## src/verilog/link_pkg.sv

```systemverilog
package link_pkg;

	////////////////////////////////////////
	// Stream word and flag layout
	////////////////////////////////////////
	localparam int WORD_W = 32;
	localparam int FLAG_W = 4;

	// Flag bit positions, bits 2 and 3 stay zero
	localparam int FLAG_SOF = 0;
	localparam int FLAG_EOF = 1;

	// Header tags, upper half of word 0
	localparam logic [15:0] TAG_PRI = 16'hC0F0;
	localparam logic [15:0] TAG_SEC = 16'hADC0;

	////////////////////////////////////////
	// Serial mux link
	////////////////////////////////////////
	localparam int MUX_W = 8;
	localparam logic [MUX_W-1:0] SYNC_IDLE = 8'h01;
	localparam logic [MUX_W-1:0] SYNC_LOCK = 8'h81;

	// Defaults only, the top level overrides these
	localparam int PRI_PKT_WORDS_DEF = 4;
	localparam int SEC_PKT_WORDS_DEF = 8;
	localparam int FIFO_AW_DEF = 4;

endpackage

```

## src/verilog/word_fifo.sv

```systemverilog
module word_fifo import link_pkg::*; #(
	parameter int PKT_WORDS = PRI_PKT_WORDS_DEF,
	parameter int FIFO_AW = FIFO_AW_DEF
) (
	input  logic              GMII_GTX_CLK_int,
	input  logic              dsp_rst,
	input  logic              we_i,
	input  logic [WORD_W-1:0] din_i,
	input  logic              rd_i,
	output logic [WORD_W-1:0] dout_o,
	output logic              pkt_avail_o,
	output logic              ovf_o
);

	localparam int DEPTH = 1 << FIFO_AW;

	// Circular buffer storage
	logic [WORD_W-1:0] mem [DEPTH];
	logic [FIFO_AW-1:0] wr_ptr;
	logic [FIFO_AW-1:0] rd_ptr;
	// One extra bit so a full buffer is distinct from empty
	logic [FIFO_AW:0] count;
	logic wr_ok;
	logic rd_ok;

	// Writes into a full buffer are lost
	assign wr_ok = we_i && (count != (FIFO_AW+1)'(DEPTH));
	// Reads of an empty buffer are ignored
	assign rd_ok = rd_i && (count != '0);

	// Head word shown without read latency
	assign dout_o = mem[rd_ptr];
	// Enough words stored for a whole packet
	assign pkt_avail_o = (count >= (FIFO_AW+1)'(PKT_WORDS));

	// Storage array
	always_ff @(posedge GMII_GTX_CLK_int) begin
		if (wr_ok)
			mem[wr_ptr] <= din_i;
	end

	// Pointers, fill level, overflow pulse
	always_ff @(posedge GMII_GTX_CLK_int) begin
		if (dsp_rst) begin
			wr_ptr <= '0;
			rd_ptr <= '0;
			count <= '0;
			ovf_o <= 1'b0;
		end else begin
			ovf_o <= we_i && !wr_ok;
			if (wr_ok)
				wr_ptr <= wr_ptr + 1'b1;
			if (rd_ok)
				rd_ptr <= rd_ptr + 1'b1;
			// Read and write together leave the count alone
			case ({wr_ok, rd_ok})
				2'b10: count <= count + 1'b1;
				2'b01: count <= count - 1'b1;
				default: count <= count;
			endcase
		end
	end

endmodule

```

## src/verilog/packet_sender.sv

```systemverilog
module packet_sender import link_pkg::*; #(
	parameter int PRI_PKT_WORDS = PRI_PKT_WORDS_DEF,
	parameter int SEC_PKT_WORDS = SEC_PKT_WORDS_DEF
) (
	input  logic              GMII_GTX_CLK_int,
	input  logic              dsp_rst,
	input  logic              pri_avail_i,
	input  logic [WORD_W-1:0] pri_d_i,
	input  logic              sec_avail_i,
	input  logic [WORD_W-1:0] sec_d_i,
	input  logic              tx_dst_rdy_i,
	output logic              pri_rd_o,
	output logic              sec_rd_o,
	output logic [WORD_W-1:0] tx_data_o,
	output logic [FLAG_W-1:0] tx_flags_o,
	output logic              tx_src_rdy_o
);

	localparam int MAX_WORDS = (PRI_PKT_WORDS > SEC_PKT_WORDS) ? PRI_PKT_WORDS : SEC_PKT_WORDS;
	localparam int CNT_W = $clog2(MAX_WORDS + 1);
	// Index of the last payload word per source
	localparam logic [CNT_W-1:0] PRI_LAST = CNT_W'(PRI_PKT_WORDS - 1);
	localparam logic [CNT_W-1:0] SEC_LAST = CNT_W'(SEC_PKT_WORDS - 1);

	typedef enum logic [1:0] {
		ST_IDLE,
		ST_HEADER,
		ST_PAYLOAD
	} state_t;

	state_t state;
	// High when the secondary source owns the packet
	logic src_sec;
	logic [CNT_W-1:0] pay_cnt;
	logic [15:0] pri_seq;
	logic [15:0] sec_seq;
	logic last_word;
	logic take_word;

	////////////////////////////////////////
	// Handshake and FIFO reads
	////////////////////////////////////////
	assign last_word = src_sec ? (pay_cnt == SEC_LAST) : (pay_cnt == PRI_LAST);
	// Payload word accepted downstream
	assign take_word = (state == ST_PAYLOAD) && tx_dst_rdy_i;
	assign pri_rd_o = take_word && !src_sec;
	assign sec_rd_o = take_word && src_sec;
	assign tx_src_rdy_o = (state != ST_IDLE);

	// Header is tag over sequence, payload is the FIFO head
	always_comb begin
		tx_data_o = '0;
		tx_flags_o = '0;
		case (state)
			ST_HEADER: begin
				tx_data_o = src_sec ? {TAG_SEC, sec_seq} : {TAG_PRI, pri_seq};
				tx_flags_o[FLAG_SOF] = 1'b1;
			end
			ST_PAYLOAD: begin
				tx_data_o = src_sec ? sec_d_i : pri_d_i;
				tx_flags_o[FLAG_EOF] = last_word;
			end
			default: begin
				tx_data_o = '0;
			end
		endcase
	end

	////////////////////////////////////////
	// Framing FSM
	////////////////////////////////////////
	always_ff @(posedge GMII_GTX_CLK_int) begin
		if (dsp_rst) begin
			state <= ST_IDLE;
			src_sec <= 1'b0;
			pay_cnt <= '0;
			pri_seq <= '0;
			sec_seq <= '0;
		end else begin
			case (state)
				ST_IDLE: begin
					pay_cnt <= '0;
					// Primary wins at every boundary
					if (pri_avail_i) begin
						src_sec <= 1'b0;
						state <= ST_HEADER;
					end else if (sec_avail_i) begin
						src_sec <= 1'b1;
						state <= ST_HEADER;
					end
				end
				ST_HEADER: begin
					if (tx_dst_rdy_i) begin
						state <= ST_PAYLOAD;
						// Sequence moves once the header is gone
						if (src_sec)
							sec_seq <= sec_seq + 1'b1;
						else
							pri_seq <= pri_seq + 1'b1;
					end
				end
				ST_PAYLOAD: begin
					if (tx_dst_rdy_i) begin
						// Back to idle so the FIFO count settles before arbitration
						if (last_word)
							state <= ST_IDLE;
						else
							pay_cnt <= pay_cnt + 1'b1;
					end
				end
				default: state <= ST_IDLE;
			endcase
		end
	end

endmodule

```

## src/verilog/link_sync.sv

```systemverilog
module link_sync import link_pkg::*; (
	input  logic             GMII_GTX_CLK_int,
	input  logic             dsp_rst,
	input  logic [MUX_W-1:0] mux_in_i,
	input  logic [6:0]       sw_i,
	output logic [MUX_W-1:0] mux_out_o,
	output logic             bitslip_o,
	output logic             synced_o
);

	// Pattern sent while hunting
	logic [MUX_W-1:0] sync_pattern;
	// Toggles every cycle so the far end can spot a dead link
	logic toggle;
	// Bit 7 value expected on the next word
	logic mon_expect;
	logic mon_valid;
	// Delayed bitslip, spaces the requests
	logic bitslip_d;
	logic aligned;

	// Input is one of the two hunt patterns
	assign aligned = (mux_in_i == SYNC_IDLE) || (mux_in_i == SYNC_LOCK);

	// Toggle bit above the switches once synced
	assign mux_out_o = synced_o ? {toggle, sw_i} : sync_pattern;

	always_ff @(posedge GMII_GTX_CLK_int) begin
		if (dsp_rst) begin
			toggle <= 1'b0;
			synced_o <= 1'b0;
			bitslip_o <= 1'b0;
			bitslip_d <= 1'b0;
			mon_valid <= 1'b0;
			mon_expect <= 1'b0;
			sync_pattern <= SYNC_IDLE;
		end else begin
			toggle <= !toggle;
			bitslip_d <= bitslip_o;
			// Bitslip is a single-cycle request
			bitslip_o <= 1'b0;
			if (synced_o) begin
				////////////////////////////////////////
				// Link-loss monitor
				////////////////////////////////////////
				if (mon_valid) begin
					if (mon_expect == mux_in_i[7]) begin
						mon_expect <= !mux_in_i[7];
					end else begin
						// Far end stopped toggling
						mon_valid <= 1'b0;
						synced_o <= 1'b0;
					end
				end else if (mux_in_i != SYNC_LOCK) begin
					// First live word arms the monitor
					mon_expect <= !mux_in_i[7];
					mon_valid <= 1'b1;
				end
			end else if (!aligned) begin
				////////////////////////////////////////
				// Hunting
				////////////////////////////////////////
				sync_pattern <= SYNC_IDLE;
				// Two idle cycles after the previous slip
				if (!bitslip_o && !bitslip_d)
					bitslip_o <= 1'b1;
			end else begin
				// Lock seen twice, the far end agrees
				if (mux_in_i == SYNC_LOCK && sync_pattern == SYNC_LOCK)
					synced_o <= 1'b1;
				sync_pattern <= SYNC_LOCK;
			end
		end
	end

endmodule

```

## src/verilog/eth_adc_top.sv

```systemverilog
module eth_adc_top import link_pkg::*; #(
	parameter int PRI_PKT_WORDS = PRI_PKT_WORDS_DEF,
	parameter int SEC_PKT_WORDS = SEC_PKT_WORDS_DEF,
	parameter int FIFO_AW = FIFO_AW_DEF
) (
	input  logic              GMII_GTX_CLK_int,
	input  logic              dsp_rst,
	// Configuration words
	input  logic [WORD_W-1:0] pri_data_i,
	input  logic              pri_we_i,
	output logic              pri_ovf_o,
	// ADC sample words
	input  logic [WORD_W-1:0] sec_data_i,
	input  logic              sec_we_i,
	output logic              sec_ovf_o,
	// Flagged stream towards the MAC
	output logic [WORD_W-1:0] tx_data_o,
	output logic [FLAG_W-1:0] tx_flags_o,
	output logic              tx_src_rdy_o,
	input  logic              tx_dst_rdy_i,
	// Serial mux link
	input  logic [MUX_W-1:0]  mux_in_i,
	input  logic [6:0]        sw_i,
	output logic [MUX_W-1:0]  mux_out_o,
	output logic              bitslip_o,
	output logic              synced_o
);

	logic [WORD_W-1:0] pri_d;
	logic [WORD_W-1:0] sec_d;
	logic pri_avail;
	logic sec_avail;
	logic pri_rd;
	logic sec_rd;

	////////////////////////////////////////
	// Source buffers
	////////////////////////////////////////
	word_fifo #(.PKT_WORDS(PRI_PKT_WORDS), .FIFO_AW(FIFO_AW)) u_pri_fifo (
		.GMII_GTX_CLK_int(GMII_GTX_CLK_int),
		.dsp_rst(dsp_rst),
		.we_i(pri_we_i),
		.din_i(pri_data_i),
		.rd_i(pri_rd),
		.dout_o(pri_d),
		.pkt_avail_o(pri_avail),
		.ovf_o(pri_ovf_o)
	);

	word_fifo #(.PKT_WORDS(SEC_PKT_WORDS), .FIFO_AW(FIFO_AW)) u_sec_fifo (
		.GMII_GTX_CLK_int(GMII_GTX_CLK_int),
		.dsp_rst(dsp_rst),
		.we_i(sec_we_i),
		.din_i(sec_data_i),
		.rd_i(sec_rd),
		.dout_o(sec_d),
		.pkt_avail_o(sec_avail),
		.ovf_o(sec_ovf_o)
	);

	// Packet framing onto the stream
	packet_sender #(
		.PRI_PKT_WORDS(PRI_PKT_WORDS),
		.SEC_PKT_WORDS(SEC_PKT_WORDS)
	) u_packet_sender (
		.GMII_GTX_CLK_int(GMII_GTX_CLK_int),
		.dsp_rst(dsp_rst),
		.pri_avail_i(pri_avail),
		.pri_d_i(pri_d),
		.sec_avail_i(sec_avail),
		.sec_d_i(sec_d),
		.tx_dst_rdy_i(tx_dst_rdy_i),
		.pri_rd_o(pri_rd),
		.sec_rd_o(sec_rd),
		.tx_data_o(tx_data_o),
		.tx_flags_o(tx_flags_o),
		.tx_src_rdy_o(tx_src_rdy_o)
	);

	// Mux link alignment and monitor
	link_sync u_link_sync (
		.GMII_GTX_CLK_int(GMII_GTX_CLK_int),
		.dsp_rst(dsp_rst),
		.mux_in_i(mux_in_i),
		.sw_i(sw_i),
		.mux_out_o(mux_out_o),
		.bitslip_o(bitslip_o),
		.synced_o(synced_o)
	);

endmodule

```

## config.mk

```make
export PLATFORM = sky130hd
export DESIGN_NAME = eth_adc_top
export DESIGN_NICKNAME = d
export VERILOG_FILES = /design/src/verilog/link_pkg.sv /design/src/verilog/word_fifo.sv /design/src/verilog/packet_sender.sv /design/src/verilog/link_sync.sv /design/src/verilog/eth_adc_top.sv
export SDC_FILE = /design/constraint.sdc
export NUM_CORES = 1
export LEC_CHECK = 0
export ABC_AREA = 1
export BUFFER_PORTS_ARGS = -buffer_cell sky130_fd_sc_hd__buf_2
export CAP_MARGIN = 10
export CORE_UTILIZATION = 45
export CTS_CLUSTER_DIAMETER = 120
export CTS_CLUSTER_SIZE = 28
export DETAILED_ROUTE_END_ITERATION = 10
export PLACE_DENSITY = 0.61
export SYNTH_ARGS = -nofsm -noshare
export SYNTH_HDL_FRONTEND = slang
export SYNTH_HIERARCHICAL = 1
export SYNTH_SLANG_ARGS = --single-unit
```

## constraint.sdc

```tcl
create_clock -name GMII_GTX_CLK_int -period 6.3 [get_ports GMII_GTX_CLK_int]
set_input_delay 1.575 -clock GMII_GTX_CLK_int [delete_from_list [all_inputs] [get_ports GMII_GTX_CLK_int]]
set_output_delay 1.575 -clock GMII_GTX_CLK_int [all_outputs]
set_load 0.05 [all_outputs]
```

==> metrics <==
Post-Synthesis Cells 3,506; synth warn 6; Skew-Pair Late Insertion Delay ~0.64 ns; Die Y 322.4 µm; Initial Util 45.40%; crit path capture tx_data_o[3]; total power 13.73 mW; Seq/Total Area, Yosys 70.12%; Crit Path Category flip-flop to output port; metal2 WL around 50 mm; post-layout util 48.51%; hold slack 0.4224 ns; post-route clock period utilization 89.59%; GRT Util Overall 21.20%; CTS tree done; WL/cell about 22 µm; vias 27.48k; total CTS buffers 45; Leakage 15.93 nW; layout cells sized above 1 between 10 and 15%; max_cap viols 0; Syn Area/Cell 13.18 µm²; final hold violation count 0; outcome complete, no violations; crit path launch type flip-flop; port bufs 130; commonest non-fill, non-tap cells in the layout edfxtp_1, inv_1, a21oi_1; most common cell after layout, fill and taps aside edfxtp_1; placed instance area 48,010 µm²; die area 103,900 µm²; DRT iter0 DRCs 2,820; Area growth syn-to-layout 6.836%; critical path peak fanout between 70 and 80; CP Data Required Time 4.72 ns; Die W roughly 320 µm; WL final 111.1 mm; Power Dens Cells 278.2 nW/µm²; CP Capture Type output port; DR DRC count 0; Crit path arrival time 4.07 ns; CTS Root Cell clkbuf_16; CTS Hold Bufs 0; # IOs between 100 and 150; DP HPWL 62.82 mm; slew margin rel. 19.36%; peak supply drop roughly 0.23 mV; R2R depth 14; largest net degree at the start of global routing 129; met3 WL roughly 7.5 mm; Core ar. around 100,000 µm²; number of setup buffers added after CTS 0; Final setup viols 0; unrepaired setup endpoints after global routing no; reg-to-reg endpoint u_sec_fifo/count[4]; synth unique cells 47; Rows roughly 120; top-area cell type share of the netlist area approximately 67%; fillers just under 9k; DRT antenna net count 0; max-slew violations 0; Top FF cell, synth edfxtp_1; total global routing overflow 0; top layer reached by signal wires met5; ranking of synthesized cells by area edfxtp_1, mux2i_1, o211ai_1; post_cts resized 0; Min-Delay Path Class flip-flop to flip-flop; Tightest Pin Transition 1.202 ns; clk sink count 1,106; number of enable flip-flop cells after synthesis 1,024; reg2reg setup slack 3.31 ns; Vias/cell 5.551; Clock Pin Slew Worst Setup and Hold Paths 0.11 ns; clk buf depth 3; DRT Pass-1 Iters 8; vias in the first global route 25.58k; wl on met1 50.99 mm; gp weighted congestion 0.7981; H-Tree Depth 2; post-layout instance area 49,350 µm²; Seq cells post-synth 1,106; Fmax between 150 and 200 MHz; sum of negative setup slack 0 ns; Critical R2R Launch u_packet_sender/src_sec; antenna violations before repair 19; first-pass GRT wire length about 160 mm; clock skew 0.02385 ns; min Tclk post-route 5.644 ns; fraction of registers with async set/reset 0%; Synth area leader edfxtp_1; NumNets Final 3,647; Mapped Area 46,190 µm²
-- per-layer routing --
layer	vias up	GRT usage, %
met5	-	0
met4	12	5.333
met3	140	3.485
met2	770	32.53
met1	13740	31.38
li1	12820	-
-- worst min path at each step --
stage | start | end | cells after the start
6_report | u_link_sync/toggle | u_link_sync/toggle | 1
5_1_grt | u_link_sync/toggle | u_link_sync/toggle | 1
3_3_place_gp | u_link_sync/toggle | u_link_sync/toggle | 1
3_5_place_dp | u_link_sync/toggle | u_link_sync/toggle | 1
2_1_floorplan | u_link_sync/toggle | u_link_sync/toggle | 1
4_1_cts | u_link_sync/toggle | u_link_sync/toggle | 1
-- where the power goes --
part	internal [mW]	total [mW]	leakage, nW	switching [mW]
registers	8.18	8.29	9.92	0.107
logic	0.483	1.82	5.38	1.34
clock network	1.44	3.62	0.633	2.18
-- sequential cells by signal, summed over array words and instances, names as in the netlist, 2 cells and up, named ones only --
register                 count
u_pri_fifo/mem             512
u_sec_fifo/mem             512
u_packet_sender/pri_seq     16
u_packet_sender/sec_seq     16
u_pri_fifo/count             5
u_sec_fifo/count             5
u_packet_sender/pay_cnt      4
u_pri_fifo/rd_ptr            4
u_pri_fifo/wr_ptr            4
u_sec_fifo/rd_ptr            4
u_sec_fifo/wr_ptr            4
u_packet_sender/state        2
-- per-stage QoR --
stage | setup slack [ns] | instances
2_1_floorplan | 2.209 | 3507
3_3_place_gp | 1.477 | 4861
3_5_place_dp | 1.392 | 4861
4_1_cts | 0.6959 | 4945
5_1_grt | 0.4300 | 4948
6_report | 0.6561 | 4950
-- cells in the mapped netlist, types with 3 or more instances --
master and count:
a211oi_1 5, a21oi_1 301, a31oi_1 16, and3_1 3, buf_1 8, buf_12 16
buf_2 30, buf_4 19, buf_6 16, buf_8 10, clkbuf_1 107, clkinv_2 45
dfxtp_1 82, edfxtp_1 1024, ha_1 23, inv_1 305, inv_2 16, mux2i_1 256
nand2_1 226, nand2_2 5, nand3_1 108, nand3_2 4, nand4_1 9, nor2_1 171
nor2_2 8, nor2_4 3, nor3_1 23, nor3b_1 15, o211ai_1 255, o21ai_0 237
o21ai_1 127, o31ai_1 3, xnor2_1 3, xor2_1 10
-- critical path, stage by stage, from the launching register on --
cell and delay, ns:
dfxtp_4 0.89, inv_4 0.55, buf_4 0.45, o211ai_1 0.23
o211ai_1 0.11, nand2_1 0.16, nor2_1 0.06, nor2_1 0.08
o21ai_0 0.12, a31oi_1 0.30, buf_2 0.35
-- logic make-up after synthesis --
logic type | synth area share (%)
compound gates | 11.76
xor+xnor | 0.2465
fa+ha+maj | 0.6230
buf+inv | 6.089
flops | 70.12
mux | 5.547
other cells | 0.008118
simple gates | 5.612
-- area by class of cell --
cell class | count | area [µm²] | area share (%)
timing repair buffer | 192 | 1204 | 2.439
clock buffer | 81 | 1304 | 2.642
tap | 1368 | 1712 | 3.468
multi-input combinational | 1827 | 11230 | 22.76
sequential | 1106 | 32420 | 65.69
clock inverter | 3 | 26.28 | 0.05324
antenna | 5 | 12.51 | 0.02535
inverter | 368 | 1443 | 2.923
Power figures use the tool's default switching activity.
